--- src/rtl/timer_pkg.sv ---
// Shared types, register map and APB structs for the two-channel APB timer.
// Modules import it with a wildcard in the body and use scoped names in ports.

package timer_pkg;

   // Value widths
   typedef logic [31:0] count_t;        // Counter and compare value
   typedef logic [7:0]  presc_t;        // Prescale divide value
   typedef logic [11:0] apb_addr_t;     // APB byte address
   typedef logic [31:0] apb_data_t;     // APB data word

   localparam int unsigned N_CHAN = 2;  // lo is bit 0, hi is bit 1 in status and mask

   // Master-driven APB signals
   typedef struct packed {
      logic      psel;
      logic      penable;
      logic      pwrite;
      apb_addr_t paddr;
      apb_data_t pwdata;
   } apb_req_t;

   // Slave-driven APB signals
   typedef struct packed {
      apb_data_t prdata;
      logic      pready;
      logic      pslverr;
   } apb_rsp_t;

   // One channel's configuration, as driven by the register block
   typedef struct packed {
      logic   enable;                   // Prescaler runs
      logic   clear;                    // One-cycle restart of prescaler and counter
      presc_t prescale;                 // Divide value D, one tick every D+1 cycles
      count_t compare;                  // Wrap point of the counter
   } chan_cfg_t;

   // Register map
   localparam apb_addr_t ADDR_CTRL       = 12'h000;
   localparam apb_addr_t ADDR_PRESC_LO   = 12'h004;
   localparam apb_addr_t ADDR_PRESC_HI   = 12'h008;
   localparam apb_addr_t ADDR_CMP_LO     = 12'h00C;
   localparam apb_addr_t ADDR_CMP_HI     = 12'h010;
   localparam apb_addr_t ADDR_CNT_LO     = 12'h014; // Read only
   localparam apb_addr_t ADDR_CNT_HI     = 12'h018; // Read only
   localparam apb_addr_t ADDR_IRQ_STATUS = 12'h01C; // Write one to clear
   localparam apb_addr_t ADDR_IRQ_MASK   = 12'h020;

   // CTRL bit positions, the lower three are stored
   localparam int unsigned CTRL_EN_LO   = 0;
   localparam int unsigned CTRL_EN_HI   = 1;
   localparam int unsigned CTRL_CASCADE = 2;
   localparam int unsigned CTRL_CLR_LO  = 3;  // Self-clearing, reads 0
   localparam int unsigned CTRL_CLR_HI  = 4;  // Self-clearing, reads 0

endpackage : timer_pkg

--- src/rtl/timer_prescaler.sv ---
// Programmable divider on hclk. Emits a one-cycle tick every divide+1 cycles
// while enabled; a clear or a disable restarts the division from zero.

module timer_prescaler (
   input  logic              hclk,
   input  logic              arst_n,
   input  logic              enable,   // Run the divider
   input  logic              clear,    // Restart pulse from the register block
   input  timer_pkg::presc_t divide,   // Divide value D
   output logic              tick      // High in the cycle the count equals D
);

   import timer_pkg::*;

   presc_t div_cnt;                    // Internal division count
   presc_t div_nxt;
   logic   running;                    // Enabled and not being cleared

   assign running = enable && !clear;

   // Combinational so the counter steps at the same edge the divider wraps
   assign tick = running && (div_cnt == divide);

   always_comb begin
      div_nxt = div_cnt;
      if (!running) begin
         div_nxt = '0;                 // Held at zero while stopped
      end else if (tick) begin
         div_nxt = '0;                 // Wrap after reaching D
      end else begin
         div_nxt = div_cnt + 1'b1;
      end
   end

   always_ff @(posedge hclk or negedge arst_n) begin
      if (!arst_n) begin
         div_cnt <= '0;
      end else begin
         div_cnt <= div_nxt;
      end
   end

endmodule : timer_prescaler

--- src/rtl/timer_counter.sv ---
// 32-bit compare counter. Advances on step, wraps to zero on a compare match
// and reports the match as a one-cycle pulse for status and cascade.

module timer_counter (
   input  logic              hclk,
   input  logic              arst_n,
   input  logic              step,     // Tick from prescaler or lo match in cascade
   input  logic              clear,    // Forces zero, wins over step
   input  timer_pkg::count_t compare,  // Wrap point
   output timer_pkg::count_t count,    // Current value, readable over APB
   output logic              match     // Step taken while at compare
);

   import timer_pkg::*;

   count_t count_nxt;                  // Next count value
   logic   at_compare;                 // Count sits on the compare value

   assign at_compare = (count == compare);

   // Combinational so status and the cascaded hi counter act at the same edge
   assign match = step && at_compare;

   always_comb begin
      count_nxt = count;
      if (clear) begin
         count_nxt = '0;               // Clear pulse overrides any step
      end else if (match) begin
         count_nxt = '0;               // Wrap instead of incrementing
      end else if (step) begin
         count_nxt = count + 1'b1;
      end
   end

   always_ff @(posedge hclk or negedge arst_n) begin
      if (!arst_n) begin
         count <= '0;
      end else begin
         count <= count_nxt;
      end
   end

   // A compare of zero gives a match on every step and the count stays at 0
   // A compare lowered below the count lets it run through the full 32-bit range

endmodule : timer_counter

--- src/rtl/timer_apb_regs.sv ---
// APB register block of the timer. Holds control, prescale, compare, status
// and mask, drives both channel configs and the registered interrupt.

module timer_apb_regs (
   input  logic                 hclk,
   input  logic                 arst_n,
   input  timer_pkg::apb_req_t  apb_req,
   output timer_pkg::apb_rsp_t  apb_rsp,
   output timer_pkg::chan_cfg_t cfg_lo,
   output timer_pkg::chan_cfg_t cfg_hi,
   output logic                 cascade,   // hi counter steps on lo matches
   input  timer_pkg::count_t    count_lo,
   input  timer_pkg::count_t    count_hi,
   input  logic                 match_lo,
   input  logic                 match_hi,
   output logic                 irq        // OR of unmasked status, registered
);

   import timer_pkg::*;

   logic                    access;        // Access phase of a transfer
   logic                    rd_en;
   logic                    wr_en;         // Legal write, takes effect at this edge
   logic                    addr_hit;      // Address is in the map
   logic                    cnt_addr;      // One of the read-only count registers
   apb_data_t               rdata;         // Read mux output

   logic [CTRL_CASCADE:0]   ctrl_q;        // en_lo, en_hi, cascade
   logic [N_CHAN-1:0]       clr_q;         // Clear pulses, lo in bit 0
   presc_t                  presc_lo_q;
   presc_t                  presc_hi_q;
   count_t                  cmp_lo_q;
   count_t                  cmp_hi_q;
   logic [N_CHAN-1:0]       status_q;      // Sticky match flags
   logic [N_CHAN-1:0]       status_d;
   logic [N_CHAN-1:0]       status_w1c;    // Bits cleared by this write
   logic [N_CHAN-1:0]       mask_q;
   logic                    irq_q;

   // Transfer phases
   assign access = apb_req.psel && apb_req.penable;
   assign rd_en  = access && !apb_req.pwrite;

   // Address decode and read data
   always_comb begin
      addr_hit = 1'b1;
      rdata    = '0;
      case (apb_req.paddr)
         ADDR_CTRL:       rdata = apb_data_t'(ctrl_q);      // Clear bits read 0
         ADDR_PRESC_LO:   rdata = apb_data_t'(presc_lo_q);
         ADDR_PRESC_HI:   rdata = apb_data_t'(presc_hi_q);
         ADDR_CMP_LO:     rdata = cmp_lo_q;
         ADDR_CMP_HI:     rdata = cmp_hi_q;
         ADDR_CNT_LO:     rdata = count_lo;
         ADDR_CNT_HI:     rdata = count_hi;
         ADDR_IRQ_STATUS: rdata = apb_data_t'(status_q);
         ADDR_IRQ_MASK:   rdata = apb_data_t'(mask_q);
         default:         addr_hit = 1'b0;
      endcase
   end

   assign cnt_addr = (apb_req.paddr == ADDR_CNT_LO) || (apb_req.paddr == ADDR_CNT_HI);
   assign wr_en    = access && apb_req.pwrite && addr_hit && !cnt_addr;

   // Zero wait states, error in the access phase only
   assign apb_rsp.prdata  = rd_en ? rdata : '0;
   assign apb_rsp.pready  = 1'b1;
   assign apb_rsp.pslverr = access && (!addr_hit || (apb_req.pwrite && cnt_addr));

   // Status, a match in the same cycle beats a write-one-to-clear
   always_comb begin
      status_w1c = '0;
      if (wr_en && (apb_req.paddr == ADDR_IRQ_STATUS)) begin
         status_w1c = apb_req.pwdata[N_CHAN-1:0];
      end
      status_d = (status_q & ~status_w1c) | {match_hi, match_lo};
   end

   always_ff @(posedge hclk or negedge arst_n) begin
      if (!arst_n) begin
         ctrl_q     <= '0;
         clr_q      <= '0;
         presc_lo_q <= '0;
         presc_hi_q <= '0;
         cmp_lo_q   <= '0;
         cmp_hi_q   <= '0;
         status_q   <= '0;
         mask_q     <= '0;
         irq_q      <= 1'b0;
      end else begin
         clr_q <= '0;                                          // Pulses last one cycle
         if (wr_en) begin
            case (apb_req.paddr)
               ADDR_CTRL: begin
                  ctrl_q <= apb_req.pwdata[CTRL_CASCADE:0];
                  clr_q  <= {apb_req.pwdata[CTRL_CLR_HI], apb_req.pwdata[CTRL_CLR_LO]};
               end
               ADDR_PRESC_LO: presc_lo_q <= presc_t'(apb_req.pwdata);
               ADDR_PRESC_HI: presc_hi_q <= presc_t'(apb_req.pwdata);
               ADDR_CMP_LO:   cmp_lo_q   <= apb_req.pwdata;
               ADDR_CMP_HI:   cmp_hi_q   <= apb_req.pwdata;
               ADDR_IRQ_MASK: mask_q     <= apb_req.pwdata[N_CHAN-1:0];
               default:       ;                                // Status handled above
            endcase
         end
         status_q <= status_d;
         irq_q    <= |(status_q & mask_q);                     // One cycle behind status
      end
   end

   assign irq = irq_q;

   // Channel configs, all fields come straight from flops
   assign cfg_lo = '{
      enable:   ctrl_q[CTRL_EN_LO],
      clear:    clr_q[0],
      prescale: presc_lo_q,
      compare:  cmp_lo_q
   };

   assign cfg_hi = '{
      enable:   ctrl_q[CTRL_EN_HI],
      clear:    clr_q[1],
      prescale: presc_hi_q,
      compare:  cmp_hi_q
   };

   assign cascade = ctrl_q[CTRL_CASCADE];

endmodule : timer_apb_regs

--- src/rtl/apb_timer_ss.sv ---
// Top of the two-channel APB timer: register block, two prescalers and two
// compare counters. The hi counter can be cascaded onto lo matches.

module apb_timer_ss (
   input  logic                hclk,
   input  logic                arst_n,
   input  timer_pkg::apb_req_t apb_req,
   output timer_pkg::apb_rsp_t apb_rsp,
   output logic                irq
);

   import timer_pkg::*;

   chan_cfg_t cfg_lo;
   chan_cfg_t cfg_hi;
   logic      cascade;
   logic      tick_lo;
   logic      tick_hi;     // Ignored while cascaded
   logic      step_hi;
   count_t    count_lo;
   count_t    count_hi;
   logic      match_lo;
   logic      match_hi;

   // hi counts lo wraps in cascade, its own ticks otherwise
   assign step_hi = cascade ? match_lo : tick_hi;

   timer_apb_regs regs_i (
      .hclk    (hclk),
      .arst_n  (arst_n),
      .apb_req (apb_req),
      .apb_rsp (apb_rsp),
      .cfg_lo  (cfg_lo),
      .cfg_hi  (cfg_hi),
      .cascade (cascade),
      .count_lo(count_lo),
      .count_hi(count_hi),
      .match_lo(match_lo),
      .match_hi(match_hi),
      .irq     (irq)
   );

   timer_prescaler presc_lo_i (
      .hclk  (hclk),
      .arst_n(arst_n),
      .enable(cfg_lo.enable),
      .clear (cfg_lo.clear),
      .divide(cfg_lo.prescale),
      .tick  (tick_lo)
   );

   timer_prescaler presc_hi_i (
      .hclk  (hclk),
      .arst_n(arst_n),
      .enable(cfg_hi.enable),
      .clear (cfg_hi.clear),
      .divide(cfg_hi.prescale),
      .tick  (tick_hi)
   );

   timer_counter cnt_lo_i (
      .hclk   (hclk),
      .arst_n (arst_n),
      .step   (tick_lo),
      .clear  (cfg_lo.clear),
      .compare(cfg_lo.compare),
      .count  (count_lo),
      .match  (match_lo)
   );

   timer_counter cnt_hi_i (
      .hclk   (hclk),
      .arst_n (arst_n),
      .step   (step_hi),
      .clear  (cfg_hi.clear),
      .compare(cfg_hi.compare),
      .count  (count_hi),
      .match  (match_hi)
   );

endmodule : apb_timer_ss

--- config.mk ---
export PLATFORM = sky130hd
export DESIGN_NAME = apb_timer_ss
export DESIGN_NICKNAME = d
export VERILOG_FILES = /design/src/rtl/timer_pkg.sv /design/src/rtl/timer_prescaler.sv /design/src/rtl/timer_counter.sv /design/src/rtl/timer_apb_regs.sv /design/src/rtl/apb_timer_ss.sv
export SDC_FILE = /design/constraint.sdc
export NUM_CORES = 1
export LEC_CHECK = 0
export BUFFER_PORTS_ARGS = -buffer_cell sky130_fd_sc_hd__buf_2
export CAP_MARGIN = 20
export CORE_ASPECT_RATIO = 1.75
export CORE_MARGIN = 2
export CORE_UTILIZATION = 45
export CTS_BUF_LIST = sky130_fd_sc_hd__clkbuf_16
export CTS_CLUSTER_SIZE = 10
export DETAILED_ROUTE_END_ITERATION = 10
export PLACE_DENSITY = 0.7
export SLEW_MARGIN = 20
export SYNTH_ARGS = -nofsm -noshare
export SYNTH_HDL_FRONTEND = slang
export SYNTH_HIERARCHICAL = 1
export SYNTH_SLANG_ARGS = --single-unit
--- constraint.sdc ---
create_clock -name hclk -period 3.3 [get_ports hclk]
set_input_delay 0.165 -clock hclk [delete_from_list [all_inputs] [get_ports hclk]]
set_output_delay 0.165 -clock hclk [all_outputs]
set_load 0.02 [all_outputs]
==> results.yml <==
run_status:
  status: "completed"
placement:
  gp_congestion: 0.930
  post_dp_cell_area_um2: 11700
  place_hpwl_mm: 24.3
  port_buffers: 82
final_layout:
  seqCellArea_um2: 4250
  drive_gt1_share_pct: 26.8
  syn2layout_area_growth_pct: 16.1
  multiInputGateArea_um2: 5900
  antenna_cells: 0
  fill_cells: 2122
  nets: 1267
  final_cell_area_um2: 12500
drt:
  dr.pass1.iters: 5
  via_count: 9293
  route.antenna.remaining_nets: 0
  viasPerCell: 6.07
  route.detailed.drc: 0
  routed_wl_mm: 33.1
  drt_iter0_markers: 772
  wl_per_cell_um: 21.6
clock_tree:
  clk_path_buf_depth: 2
  cts_max_level: 4
  clkTransAtPathRegs_ps: 60
  cts_buffers: 17
  cts_tree: "built"
  cts_sinks: 170
  clock_latency_ps: 440
  cts_root_buf: "clkbuf_16"
worst_setup_path:
  worstReg2RegStart: "presc_lo_i/div_cnt[4]$_DFF_PN0_"
  r2r_slack_ps: 260
  rr_worst_depth: 12
  crit_arrival_ps: 3410
  path_delay_family: "simple AND/OR/NAND/NOR gates"
  cp_max_fo: 26
  endpoint_kind: "flop"
  worstPathRequired_ps: 3670
  crit_path_start_kind: "flop"
  critPathKind: "reg -> reg"
  cp.depth: 12
  slowest_delay_ps: 510
  critPathBufInv: 2
  timing.rr.end: "cnt_hi_i/count[29]$_DFFE_PN0P_"
  crit_slowest_cell: "or4_1"
  crit_chain: "xor2_1 -> nor4_4 -> and3b_1 -> nand2_1 -> nor3_1 -> buf_4 -> mux2_4 -> nor2b_2 -> o31ai_4 -> buf_12 -> or4_1 -> nand3_1"
sta:
  period_minus_slack_ps: 3040
  maxSlewHeadroom_pct: 42.2
  fin_crit_sh_pct: 92.1
  setup_viol: 0
  setup_tns_ps: 0
  rsz0062_at_grt: "false"
  clock_skew_ps: 9.57
  fmax_mhz: 329
  finalHoldViolations: 0
  drv_slew: 0
  tightest_slew_ps: 867
yosys:
  synth.area.top_cells: "dfrtp_1 (40%), mux2_2 (9.4%), xor2_1 (6.8%)"
  synthArstFlopShare_pct: 100
  postSynthCellCount: 1086
  yosys_register_bits: 170
  synth_edf_count: 0
  yosysSeqAreaShare_pct: 39.5
  yosys_warnings: 6
  synth_cell_type_count: 70
  synth_nets: 1139
  synth.top_cell.area_share_pct: 39.5
  synth_ff_type: "dfrtp_1"
  ys_top_cells_by_count: "dfrtp_1 (170), mux2_2 (90), xor2_1 (84)"
  syn_area_per_cell_um2: 9.91
  yosys.area.top_type: "dfrtp_1"
  synth.most_common_cell: "dfrtp_1"
  synth_area_um2: 10800
floorplan:
  rows: 74
  design.core.area_um2: 23400
  design.portCount: 84
  start_util_pct: 46.0
  dieArea_um2: 25200
  dieHeight_um: 209
  fp.dieW_um: 121
global_route:
  grt_start_max_net_pins: 73
  grt_pass1_vias: 9125
  overflow: 0
  antenna_found_initial: 0
  grt_pass1_wl_mm: 51.2
  track_usage_pct: 26.6
worst_hold_path:
  whs_endpoint: "regs_i/cmp_lo_q[9]$_DFFE_PN0P_"
  min_from: "apb_req[9]"
  whs_path_depth: 2
  hp-class: "in -> reg"
flow_run:
  cap_violations: 0
power:
  pwr_density_cell_nw_per_um2: 338
  leakagePower_uw: 0.00589
  peakVddDrop_v: 0.000303
  total_power_uw: 4220
-- metal layers --
layer / share of wire, % / up-vias / GRT usage (%)
met3: 5.4 / 99 / 3.47
met4: 6.8 / 0 / 17.8
met5: 0 / - / 0
met1: 38 / 4559 / 31.7
met2: 50 / 427 / 44.3
li1: - / 4208 / -
-- registers in the layout, summed over array words and instances, names as in the netlist --
signal	count
regs_i/mask_q	2
regs_i/clr_q	2
regs_i/presc_lo_q	8
presc_lo_i/div_cnt	8
cnt_lo_i/count	32
regs_i/presc_hi_q	8
regs_i/cmp_hi_q	32
regs_i/cmp_lo_q	32
regs_i/ctrl_q	3
cnt_hi_i/count	32
regs_i/status_q	2
regs_i/irq	1
presc_hi_i/div_cnt	8
-- logic make-up after synthesis --
family                     synth area share (%)
other                                    0.0348
xor gates and xnor gates                   7.46
and+or+nand+nor                            20.7
buffers and inverters                      5.95
DFF                                        39.5
AOI/OAI and AO/OA                          12.6
muxes                                      13.3
adders and majority gates                 0.465
-- worst register-to-register path: cells and delay by family (launching register included) --
family          cells  cell delay [ps]
buf+inv             2              360
xor+xnor            1              180
mux                 1              150
flops               1              430
simple gates        7             1750
compound gates      1              110
-- final cells by class --
cell class / count / area share (%)
Sequential cell: 170 / 34.0
Tap cell: 304 / 3.04
Timing Repair Buffer: 178 / 9.76
Multi-Input combinational cell: 795 / 47.2
Clock inverter: 15 / 1.02
Inverter: 52 / 1.56
Clock buffer: 17 / 3.40
-- metrics by stage --
stage               util [%]  setup slack (ps)  hold slack [ps]  instances
detailed placement      50.0               219              222       1476
finish                  53.4               262             29.6       1531
CTS                     53.3               179             11.1       1531
global placement        50.0               283              218       1476
floorplan                  -               347             -131       1086
global route            53.4              97.2             17.4       1531
-- cells in the final DEF (no fill, tap or decap), drive strengths merged, types with 6 or more instances in the layout --
cell / count
a211oi: 10
a21o: 6
a21oi: 55
a221oi: 6
a22o: 10
a32oi: 6
and2: 9
and3: 10
buf: 155
clkbuf: 17
clkinvlp: 6
dfrtp: 170
dlygate4sd3: 23
inv: 56
mux2: 93
mux2i: 31
nand2: 78
nand2b: 9
nand3: 54
nand3b: 6
nand4: 27
nor2: 20
nor3: 70
nor4: 26
o211ai: 6
o21ai: 72
o2bb2ai: 7
o311ai: 10
or2: 6
or3: 26
or4: 6
xor2: 86
-- power breakdown --
| group | internal [uW] | leakage [uW] | total [uW] | switching [uW] |
|---|---|---|---|---|
| combinational | 71.7 | 0.00326 | 214 | 143 |
| clock | 1040 | 0.000257 | 1920 | 881 |
| sequential | 2090 | 0.00238 | 2090 | 3.66 |
| total | 3190 | 0.00589 | 4220 | 1030 |
-- worst max-delay path by stage --
| stage | start | end | slack (ps) |
|---|---|---|---|
| after floorplan | presc_lo_i/div_cnt[2]$_DFF_PN0_ | cnt_hi_i/count[10]$_DFFE_PN0P_ | 350 |
| after global placement | presc_lo_i/div_cnt[4]$_DFF_PN0_ | cnt_hi_i/count[23]$_DFFE_PN0P_ | 280 |
| after detailed placement | presc_lo_i/div_cnt[4]$_DFF_PN0_ | cnt_hi_i/count[29]$_DFFE_PN0P_ | 220 |
| after CTS | presc_lo_i/div_cnt[4]$_DFF_PN0_ | cnt_hi_i/count[29]$_DFFE_PN0P_ | 180 |
| after global routing | presc_lo_i/div_cnt[4]$_DFF_PN0_ | cnt_hi_i/count[9]$_DFFE_PN0P_ | 100 |
| final | presc_lo_i/div_cnt[4]$_DFF_PN0_ | cnt_hi_i/count[29]$_DFFE_PN0P_ | 260 |
-- timing repair --
action / in CTS / in global routing
resized for setup: 0 / 2
hold endpoints to repair: 112 / 0
buffers inserted: 0 / 0
setup endpoints to repair: 0 / 1
hold buffers: 23 / 0
(Power assumes the default switching activity.)
